$ cat src/flash_wb_defines.svh
`ifndef FLASH_WB_DEFINES_SVH
`define FLASH_WB_DEFINES_SVH

// main clock in MHz
`define FLASH_CLK_FREQ 100

// byte address width of the whole 32-bit device
`define FLASH_ADDR_BITS 25

// wishbone address bits 31:25 that select the flash region
`define FLASH_HIGH_ADDR 7'h7F

// one line / page is 16 bytes, 4 words
`define FLASH_BURST_BITS 4

// read buffer word address width, 16 words total
`define FLASH_BUF_BITS 4

// chip timing
`define FLASH_T_ACC_NS 100   // random access
`define FLASH_T_PAGE_NS 25   // access within an open page
`define FLASH_T_RST_CYC 8    // cycles rst_n is held low

`endif
$ cat src/flash_wb_pkg.sv
`include "flash_wb_defines.svh"

package flash_wb_pkg;

	// device word address, byte address bits 24:2
	typedef logic [`FLASH_ADDR_BITS-3:0] word_addr_t;

	// wishbone word address, bits 31:2
	typedef logic [29:0] wb_addr_t;

	typedef logic [31:0] word_t;
	typedef logic [15:0] half_t;   // one chip

	// adapter to core request
	typedef struct packed {
		logic cs;          // held for a whole line
		logic burst;       // page word, not the first of the line
		word_addr_t addr;
	} mem_req_t;

	// shared and per-chip control pins
	typedef struct packed {
		logic [1:0] ce_n;
		logic rst_n;
		logic oe_n;
		logic we_n;
		logic wp_n;
	} flash_pins_t;

	typedef struct packed {
		logic cyc;
		logic stb;
		logic we;
		logic [2:0] cti;
		logic [1:0] bte;
		wb_addr_t addr;
	} wb_req_t;

	typedef enum logic [2:0] {C_RESET, C_WAIT_READY, C_IDLE, C_ACCESS, C_PAGE} core_state_e;

	typedef enum logic [1:0] {F_IDLE, F_FILL, F_RESPOND} fill_state_e;

endpackage

$ cat src/wb_flash_sword.sv
`timescale 1ns/1ps
`include "flash_wb_defines.svh"

module wb_flash_sword #(
	parameter int CLK_FREQ = `FLASH_CLK_FREQ  // MHz
) (
	input  logic clk,
	input  logic rst_n_i,
	output logic flash_busy_o,
	output flash_wb_pkg::flash_pins_t flash_pins_o,
	input  logic [1:0] flash_ready_i,
	output flash_wb_pkg::word_addr_t flash_addr_o,
	input  flash_wb_pkg::word_t flash_din_i,
	input  flash_wb_pkg::wb_req_t wb_i,
	output flash_wb_pkg::word_t wbs_data_o,
	output logic wbs_ack_o
);
	import flash_wb_pkg::*;

	mem_req_t mem_req;
	word_t mem_dout;
	logic core_ack;
	logic core_busy;
	logic adapter_busy;
	logic ready_all;
	logic [1:0] ce_n;
	logic chip_rst_n;
	logic oe_n;
	logic we_n;
	logic wp_n;

	assign ready_all = &flash_ready_i;  // both chips

	// low half, also drives the shared pins
	flash_core #(
		.CLK_FREQ(CLK_FREQ),
		.ADDR_BITS(`FLASH_ADDR_BITS),
		.T_ACC_NS(`FLASH_T_ACC_NS),
		.T_PAGE_NS(`FLASH_T_PAGE_NS)
	) u_core0 (
		.clk(clk),
		.rst_n_i(rst_n_i),
		.req_i(mem_req),
		.dout_o(mem_dout[15:0]),
		.ack_o(core_ack),
		.busy_o(core_busy),
		.flash_ce_n_o(ce_n[0]),
		.flash_rst_n_o(chip_rst_n),
		.flash_oe_n_o(oe_n),
		.flash_we_n_o(we_n),
		.flash_wp_n_o(wp_n),
		.flash_ready_i(ready_all),
		.flash_addr_o(flash_addr_o),
		.flash_din_i(flash_din_i[15:0])
	);

	// high half, runs in lock step with core 0
	flash_core #(
		.CLK_FREQ(CLK_FREQ),
		.ADDR_BITS(`FLASH_ADDR_BITS),
		.T_ACC_NS(`FLASH_T_ACC_NS),
		.T_PAGE_NS(`FLASH_T_PAGE_NS)
	) u_core1 (
		.clk(clk),
		.rst_n_i(rst_n_i),
		.req_i(mem_req),
		.dout_o(mem_dout[31:16]),
		.ack_o(),
		.busy_o(),
		.flash_ce_n_o(ce_n[1]),
		.flash_rst_n_o(),
		.flash_oe_n_o(),
		.flash_we_n_o(),
		.flash_wp_n_o(),
		.flash_ready_i(ready_all),
		.flash_addr_o(),
		.flash_din_i(flash_din_i[31:16])
	);

	wb_mem_adapter #(
		.ADDR_BITS(`FLASH_ADDR_BITS),
		.HIGH_ADDR(`FLASH_HIGH_ADDR),
		.BURST_BITS(`FLASH_BURST_BITS),
		.BUF_BITS(`FLASH_BUF_BITS)
	) u_adapter (
		.clk(clk),
		.rst_n_i(rst_n_i),
		.wb_i(wb_i),
		.wbs_data_o(wbs_data_o),
		.wbs_ack_o(wbs_ack_o),
		.busy_o(adapter_busy),
		.mem_req_o(mem_req),
		.mem_dout_i(mem_dout),
		.mem_ack_i(core_ack),
		.mem_busy_i(core_busy)
	);

	assign flash_pins_o = '{ce_n: ce_n, rst_n: chip_rst_n, oe_n: oe_n, we_n: we_n, wp_n: wp_n};
	assign flash_busy_o = adapter_busy | core_busy;

endmodule

$ cat src/wb_mem_adapter.sv
`timescale 1ns/1ps
`include "flash_wb_defines.svh"

module wb_mem_adapter #(
	parameter int ADDR_BITS = `FLASH_ADDR_BITS,
	parameter logic [31-ADDR_BITS:0] HIGH_ADDR = `FLASH_HIGH_ADDR,
	parameter int BURST_BITS = `FLASH_BURST_BITS,
	parameter int BUF_BITS = `FLASH_BUF_BITS
) (
	input  logic clk,
	input  logic rst_n_i,
	input  flash_wb_pkg::wb_req_t wb_i,
	output flash_wb_pkg::word_t wbs_data_o,
	output logic wbs_ack_o,
	output logic busy_o,
	output flash_wb_pkg::mem_req_t mem_req_o,
	input  flash_wb_pkg::word_t mem_dout_i,
	input  logic mem_ack_i,
	input  logic mem_busy_i
);
	import flash_wb_pkg::*;

	localparam int OFS_W = BURST_BITS - 2;          // word within a line
	localparam int IDX_W = BUF_BITS - OFS_W;        // line within the buffer
	localparam int TAG_W = ADDR_BITS - 2 - BUF_BITS;
	localparam int LINE_W = ADDR_BITS - 2 - OFS_W;  // line number on the device
	localparam int LINES = 1 << IDX_W;
	localparam int WORDS = 1 << BUF_BITS;

	fill_state_e state_q;
	word_t buf_mem [WORDS];
	logic [TAG_W-1:0] tag_q [LINES];
	logic [LINES-1:0] valid_q;

	word_addr_t req_waddr;
	logic [OFS_W-1:0] req_ofs;
	logic [IDX_W-1:0] req_idx;
	logic [TAG_W-1:0] req_tag;
	logic in_region;
	logic req_new;
	logic bypass;
	logic rd_req;
	logic hit;
	logic buf_serve;
	logic fill_start;
	logic fill_word;
	logic fill_hit;

	logic [LINE_W-1:0] fill_line_q;
	logic [OFS_W-1:0] fill_ofs_q;
	logic [IDX_W-1:0] fill_idx;
	logic cs_q;
	logic burst_q;
	logic ack_q;
	word_t data_q;

	assign req_waddr = wb_i.addr[ADDR_BITS-3:0];
	assign req_ofs = req_waddr[OFS_W-1:0];
	assign req_idx = req_waddr[BUF_BITS-1:OFS_W];
	assign req_tag = req_waddr[ADDR_BITS-3:BUF_BITS];
	assign in_region = (wb_i.addr[29:ADDR_BITS-2] == HIGH_ADDR);

	// a held stb is answered once
	assign req_new = wb_i.cyc && wb_i.stb && !ack_q;
	assign bypass = req_new && (wb_i.we || !in_region);  // writes and foreign reads
	assign rd_req = req_new && !wb_i.we && in_region;
	assign hit = valid_q[req_idx] && (tag_q[req_idx] == req_tag);

	assign buf_serve = (state_q != F_FILL) && rd_req && hit;
	assign fill_start = (state_q == F_IDLE) && rd_req && !hit && !mem_busy_i;
	assign fill_idx = fill_line_q[IDX_W-1:0];
	assign fill_word = (state_q == F_FILL) && mem_ack_i;

	// requested word arriving from the flash, also covers burst beats during a fill
	assign fill_hit = fill_word && rd_req && ({fill_line_q, fill_ofs_q} == req_waddr);

	always_ff @(posedge clk or negedge rst_n_i) begin
		if (!rst_n_i) begin
			state_q <= F_IDLE;
			valid_q <= '0;
			fill_ofs_q <= '0;
			cs_q <= 1'b0;
			burst_q <= 1'b0;
			ack_q <= 1'b0;
		end else begin
			ack_q <= bypass || buf_serve || fill_hit;
			case (state_q)
				F_IDLE: begin
					if (fill_start) begin
						state_q <= F_FILL;
						valid_q[req_idx] <= 1'b0;  // old line is being replaced
						fill_ofs_q <= '0;          // always from the line base
						cs_q <= 1'b1;
						burst_q <= 1'b0;
					end
				end
				F_FILL: begin
					if (mem_ack_i) begin
						if (fill_ofs_q == '1) begin
							state_q <= F_RESPOND;
							valid_q[fill_idx] <= 1'b1;
							cs_q <= 1'b0;
							burst_q <= 1'b0;
						end else begin
							fill_ofs_q <= fill_ofs_q + 1'b1;
							burst_q <= 1'b1;  // rest of the line in page mode
						end
					end
				end
				F_RESPOND: state_q <= F_IDLE;  // waiting request served from the new line
				default: state_q <= F_IDLE;
			endcase
		end
	end

	always_ff @(posedge clk) begin
		if (fill_start) begin
			fill_line_q <= req_waddr[ADDR_BITS-3:OFS_W];
			tag_q[req_idx] <= req_tag;
		end
		if (fill_word)
			buf_mem[{fill_idx, fill_ofs_q}] <= mem_dout_i;
		if (bypass)
			data_q <= '0;
		else if (buf_serve)
			data_q <= buf_mem[{req_idx, req_ofs}];
		else if (fill_hit)
			data_q <= mem_dout_i;
	end

	assign mem_req_o = '{cs: cs_q, burst: burst_q, addr: {fill_line_q, fill_ofs_q}};
	assign wbs_data_o = data_q;
	assign wbs_ack_o = ack_q;
	assign busy_o = (state_q != F_IDLE);

	// master holds stb until it sees ack
	a_ack_with_stb: assert property (@(posedge clk) disable iff (!rst_n_i)
		wbs_ack_o |-> (wb_i.cyc && wb_i.stb))
		else $error("wb_mem_adapter: ack without stb");

	a_cs_core_idle: assert property (@(posedge clk) disable iff (!rst_n_i)
		$rose(mem_req_o.cs) |-> !mem_busy_i)
		else $error("wb_mem_adapter: fill started while core busy");

	// only linear incrementing bursts are supported
	a_linear_burst: assert property (@(posedge clk) disable iff (!rst_n_i)
		(wb_i.cyc && wb_i.stb && wb_i.cti == 3'b010) |-> (wb_i.bte == 2'b00))
		else $error("wb_mem_adapter: wrap burst requested");

endmodule

$ cat src/flash_core.sv
`timescale 1ns/1ps
`include "flash_wb_defines.svh"

module flash_core #(
	parameter int CLK_FREQ = `FLASH_CLK_FREQ,  // MHz
	parameter int ADDR_BITS = `FLASH_ADDR_BITS,
	parameter int T_ACC_NS = `FLASH_T_ACC_NS,
	parameter int T_PAGE_NS = `FLASH_T_PAGE_NS
) (
	input  logic clk,
	input  logic rst_n_i,
	input  flash_wb_pkg::mem_req_t req_i,
	output flash_wb_pkg::half_t dout_o,
	output logic ack_o,
	output logic busy_o,
	output logic flash_ce_n_o,
	output logic flash_rst_n_o,
	output logic flash_oe_n_o,
	output logic flash_we_n_o,
	output logic flash_wp_n_o,
	input  logic flash_ready_i,
	output flash_wb_pkg::word_addr_t flash_addr_o,
	input  flash_wb_pkg::half_t flash_din_i
);
	import flash_wb_pkg::*;

	// access times rounded up to whole cycles
	localparam int ACC_CYC = (CLK_FREQ * T_ACC_NS + 999) / 1000;
	localparam int PAGE_CYC = (CLK_FREQ * T_PAGE_NS + 999) / 1000;
	localparam int MAX_CYC = (ACC_CYC > PAGE_CYC) ? ACC_CYC : PAGE_CYC;
	localparam int CNT_W = $clog2(MAX_CYC + 1);
	localparam int RST_W = $clog2(`FLASH_T_RST_CYC + 1);

	core_state_e state_q;
	logic [CNT_W-1:0] cnt_q;
	logic [RST_W-1:0] rst_cnt_q;
	logic [ADDR_BITS-3:0] addr_q;
	half_t dout_q;
	logic ack_q;
	logic in_access;
	logic start;
	logic sample;

	assign in_access = (state_q == C_ACCESS) || (state_q == C_PAGE);

	// no new access in the ack cycle since the adapter moves the address right after it
	assign start = (state_q == C_IDLE) && req_i.cs && !ack_q;
	assign sample = in_access && req_i.cs && (cnt_q == '0);

	always_ff @(posedge clk or negedge rst_n_i) begin
		if (!rst_n_i) begin
			state_q <= C_RESET;
			cnt_q <= '0;
			rst_cnt_q <= '0;
			ack_q <= 1'b0;
		end else begin
			ack_q <= 1'b0;
			case (state_q)
				C_RESET: begin
					if (rst_cnt_q == RST_W'(`FLASH_T_RST_CYC - 1))
						state_q <= C_WAIT_READY;
					else
						rst_cnt_q <= rst_cnt_q + 1'b1;
				end
				C_WAIT_READY: begin
					if (flash_ready_i)
						state_q <= C_IDLE;
				end
				C_IDLE: begin
					if (start) begin
						if (req_i.burst) begin
							state_q <= C_PAGE;
							cnt_q <= CNT_W'(PAGE_CYC - 1);
						end else begin
							state_q <= C_ACCESS;
							cnt_q <= CNT_W'(ACC_CYC - 1);
						end
					end
				end
				C_ACCESS, C_PAGE: begin
					if (!req_i.cs) begin
						state_q <= C_IDLE;  // dropped by the adapter
					end else if (sample) begin
						ack_q <= 1'b1;
						state_q <= C_IDLE;
					end else begin
						cnt_q <= cnt_q - 1'b1;
					end
				end
				default: state_q <= C_RESET;
			endcase
		end
	end

	always_ff @(posedge clk) begin
		if (start)
			addr_q <= req_i.addr;
		if (sample)
			dout_q <= flash_din_i;  // data settled after the full count
	end

	assign flash_rst_n_o = (state_q != C_RESET);
	assign flash_ce_n_o = !(req_i.cs && in_access);
	assign flash_oe_n_o = !(req_i.cs && in_access);
	assign flash_we_n_o = 1'b1;  // read only
	assign flash_wp_n_o = 1'b0;
	assign flash_addr_o = addr_q;

	assign dout_o = dout_q;
	assign ack_o = ack_q;
	assign busy_o = (state_q != C_IDLE);

	// data comes back only after the chip was enabled for at least a page time
	a_ack_after_ce: assert property (@(posedge clk) disable iff (!rst_n_i)
		$rose(ack_o) |-> ($past(!flash_ce_n_o) && $past(!flash_ce_n_o, PAGE_CYC)))
		else $error("flash_core: ack without chip enable");

	// the adapter must hold the address while the chip is working on it
	a_addr_stable: assert property (@(posedge clk) disable iff (!rst_n_i)
		(in_access && req_i.cs) |-> (req_i.addr == addr_q))
		else $error("flash_core: address moved during access");

endmodule

$ cat config.mk
export PLATFORM = sky130hd
export DESIGN_NAME = wb_flash_sword
export DESIGN_NICKNAME = d
export VERILOG_FILES = /design/src/flash_wb_pkg.sv /design/src/wb_flash_sword.sv /design/src/wb_mem_adapter.sv /design/src/flash_core.sv
export VERILOG_INCLUDE_DIRS = /design/src
export SDC_FILE = /design/constraint.sdc
export NUM_CORES = 1
export LEC_CHECK = 0
export BUFFER_PORTS_ARGS = -buffer_cell sky130_fd_sc_hd__buf_2
export CAP_MARGIN = 20
export CORE_AREA = 5 5 282 340
export CTS_CLUSTER_SIZE = 24
export DETAILED_ROUTE_END_ITERATION = 16
export DIE_AREA = 0 0 287 345
export GPL_ROUTABILITY_DRIVEN = 0
export PLACE_DENSITY = 0.47
export SLEW_MARGIN = 20
export SYNTH_ARGS = -nofsm -noshare
export SYNTH_HDL_FRONTEND = slang
export SYNTH_SLANG_ARGS = --single-unit
$ cat constraint.sdc
create_clock -name clk -period 9.7 [get_ports clk]
set_clock_uncertainty 0.05 [all_clocks]
set_input_delay 0.97 -clock clk [delete_from_list [all_inputs] [get_ports clk]]
set_output_delay 0.97 -clock clk [all_outputs]
set_load 0.01 [all_outputs]
==> flow_summary.yaml <==
clock_tree:
  clockBufferDepth: 3
  ctsResizeCount: 0
  cts_tree: "done"
  cts_buffers: 75
  cts_setup_buffers: 0
  cts.root.buffer_cell: "clkbuf_16"
  clk_pin_slew_ns: 0.06
  h-tree-depth: 3
  worstSkewPairLatency_ns: 0.61
  hold_buffers: 0
  cts_sinks: 731
place:
  place_ws_ns: 4.43
  io_buffers: 129
  post_dp_cell_area_um2: 30600
  dp_hpwl_um: 36400
detailed_routing:
  vias_per_cell: 4.81
  vias: 13900
  drc: 0
  wl_um: 69200
  dr.pass1.iters: 6
  drtIter0Drc: 959
  wl_per_cell_um: 23.9
  ant_nets: 0
layout:
  area_growth_pct: 16.8
  nets: 1663
  final_area_um2: 33100
  utilization_pct: 35.7
  fillers: 8721
  layout-drive-gt1-share_pct: 27.7
die:
  num_rows: 123
  die_height_um: 345
  io_pins: 137
  die_area_um2: 99000
  die_w_um: 287
  initial_core_util_pct: 30.6
  coreArea_um2: 92600
yosys:
  synth_edf_count: 664
  synth_warnings: 0
  synthesis.nets: 1493
  syn-cell-area_um2: 28300
  syn_inst: 1409
  synth-main-ff-cell: "edfxtp_1"
  syn_avg_cell_area_um2: 20.1
  synth_cell_type_count: 54
  yosysSeqAreaShare_pct: 75.7
  ys_ff_latch: 731
  async_reset_ff_share_pct: 4.79
pwr:
  p_per_area_nw_per_um2: 212
  pwr-share-seq_pct: 51.4
  power.leakage_nw: 10.8
  p_clk_share_pct: 40.9
  switchingPower_mw: 1.59
  ir_drop_uv: 111
  sw_frac_of_total_pct: 22.6
  internal_power_mw: 5.44
  p_comb_share_pct: 7.7
grt:
  grt_pass1_vias: 14900
  antenna_found_initial: 0
  grt_pass1_wl_um: 101000
  gr-total-overflow: 0
  grt_max_degree: 58
  grt.total_usage_pct: 13.8
timing:
  drv_slew: 0
  rsz0062_at_grt: "false"
  whs_ns: 0.412
  setup_violations: 0
  setup_slack_ns: 5.12
  fmax_mhz: 218
  min_period_over_period_pct: 47.2
  maxSlewHeadroom_pct: 31.2
  finalSetupTns_ns: 0
  hold_violations: 0
  finalCriticalPeriod_ns: 4.58
  worst_pin_slew_ns: 1.03
job:
  maxCapViolCount: 0
hold_path:
  hold_path.class: "in2async"
critical_path:
  crit_start: "wb_i[3]"
  reg2reg_slack_ns: 5.69
  worstPathRequired_ns: 9.95
  start_kind: "input pin"
  critPathArrivalTime_ns: 4.83
  critPathCaptureType: "register"
  cp_max_fo: 53
  r2r-start: "u_adapter.state_q[1]"
  worstSetupPathType: "in2reg"
outcome:
  status: "complete, no violations"
Yosys cell counts, types with 2 or more instances:
master	n	area share, %
edfxtp_1	664	70
mux4_2	150	12
nand2_1	74	0.98
nor2_1	48	0.64
dfrtp_1	35	3.1
a21oi_1	33	0.58
a22o_1	33	1.0
xnor2_1	33	1.0
clkbuf_1	32	0.42
dfxtp_1	32	2.3
mux2i_1	26	0.92
inv_1	22	0.29
buf_2	20	0.35
xor2_1	19	0.59
o21ai_0	18	0.32
nor2b_1	17	0.38
nor3_1	13	0.23
a2111oi_0	12	0.37
nand3_1	12	0.21
a211oi_1	11	0.29
mux4_1	11	1.0
ha_1	10	0.44
buf_1	8	0.11
nand4_1	8	0.18
buf_4	7	0.19
buf_6	5	0.20
nand2b_1	4	0.088
nor4_1	4	0.088
o211ai_1	4	0.11
o22a_1	4	0.12
a32o_1	3	0.11
and4_1	3	0.093
mux2_2	3	0.12
nor3b_1	3	0.079
a21o_1	2	0.053
a31o_2	2	0.062
conb_1	2	0.027
nand4b_1	2	0.062
o2111ai_1	2	0.062
o21bai_1	2	0.053
o32a_1	2	0.071
or2_2	2	0.044
through the flow:
stage / total power [mW] / std cells
floorplan: 4.04 / 1409
global placement: 4.21 / 2751
detailed placement: 4.23 / 2751
CTS: 7.13 / 2889
global route: 7.32 / 2890
finish: 7.03 / 2891
registers in the layout (all words and copies together), names as in the netlist, 4 cells and up:
register,flops
u_core0.cnt_q,4
u_adapter.wbs_data_o,32
u_core0.rst_cnt_q,4
u_adapter.valid_q,4
u_core1.dout_o,16
u_core0.flash_addr_o,23
u_core1.rst_cnt_q,4
u_adapter.tag_q,76
u_core0.dout_o,16
u_adapter.buf_mem,512
u_adapter.fill_line_q,21
u_core1.cnt_q,4
layout by cell type, fill, tap and decap left out, types with 17 or more instances in the layout:
| cell | synthesis | routed |
|---|---|---|
| inv_1 | 22 | 22 |
| o21ai_0 | 18 | 18 |
| buf_4 | 7 | 38 |
| nand2_1 | 74 | 74 |
| clkbuf_16 | 0 | 78 |
| a21oi_1 | 33 | 33 |
| dfrtp_1 | 35 | 35 |
| xor2_1 | 19 | 19 |
| mux2i_1 | 26 | 26 |
| nor2_1 | 48 | 34 |
| clkbuf_1 | 32 | 23 |
| a22o_1 | 33 | 33 |
| buf_2 | 20 | 125 |
| xnor2_1 | 33 | 33 |
| mux4_2 | 150 | 150 |
| edfxtp_1 | 664 | 664 |
| dfxtp_1 | 32 | 32 |
| nor2b_1 | 17 | 17 |
power groups by stage:
stage          logic, mW  registers [mW]  clock network, mW
3_5_place_dp       0.549            3.68                  0
2_1_floorplan      0.376            3.66                  0
5_1_grt            0.600            3.63               3.09
3_3_place_gp       0.539            3.67                  0
4_1_cts            0.553            3.61               2.96
6_report           0.541            3.61               2.87
critical path: stages:
cell and delay, ns:
buf_4 0.51, buf_4 0.85, mux4_1 0.43, xnor2_1 0.16, nand4_1 0.11, nor2_1 0.05
nand2_1 0.17, o2111ai_1 0.13, buf_4 0.23, nor3_2 0.72, buf_4 0.37
layer usage:
layer	part of all wire, %	GRT usage [%]	up-vias
li1	-	-	6078
met4	1.8	3.52	0
met2	51	23.8	269
met3	3.7	2.33	79
met1	43	18.1	7485
met5	0	0	-
area by class of cell:
| type | instances | area [µm²] | share of cell area (%) |
|---|---|---|---|
| Clock inverter | 35 | 378 | 1.14 |
| Tap cell | 1250 | 1560 | 4.73 |
| Antenna cell | 1 | 2.50 | 0.00757 |
| Sequential cell | 731 | 21500 | 64.9 |
| Multi-Input combinational cell | 584 | 6580 | 19.9 |
| Clock buffer | 103 | 2070 | 6.25 |
| Timing Repair Buffer | 165 | 945 | 2.86 |
| Inverter | 22 | 82.6 | 0.250 |
cell families (layout without fill, tap and decap cells):
group	Yosys count	in the layout	share of synthesized area, %
buffers and inverters	94	325	1.56
XOR/XNOR	52	52	1.61
adder cells (fa/ha/maj)	10	10	0.442
flip-flops	731	731	75.7
AND/OR/NAND/NOR	192	192	3.11
other	2	3	0.0265
multiplexers	190	190	14.0
AO/OA/AOI/OAI	138	138	3.53
worst paths after layout:
kind / endpoint / cells after the start
setup / recovery: u_adapter.tag_q[0][9] / 11
hold / removal: u_core0.rst_cnt_q[1] / 1
setup reg to reg: u_adapter.wbs_data_o[4] / 8
hold reg to reg: u_core0.flash_addr_o[12] / 0
max in group asynchronous: u_adapter.fill_ofs_q[1] / 1
min in group clk: u_core0.flash_addr_o[12] / 0
Power figures use the tool's default switching activity.
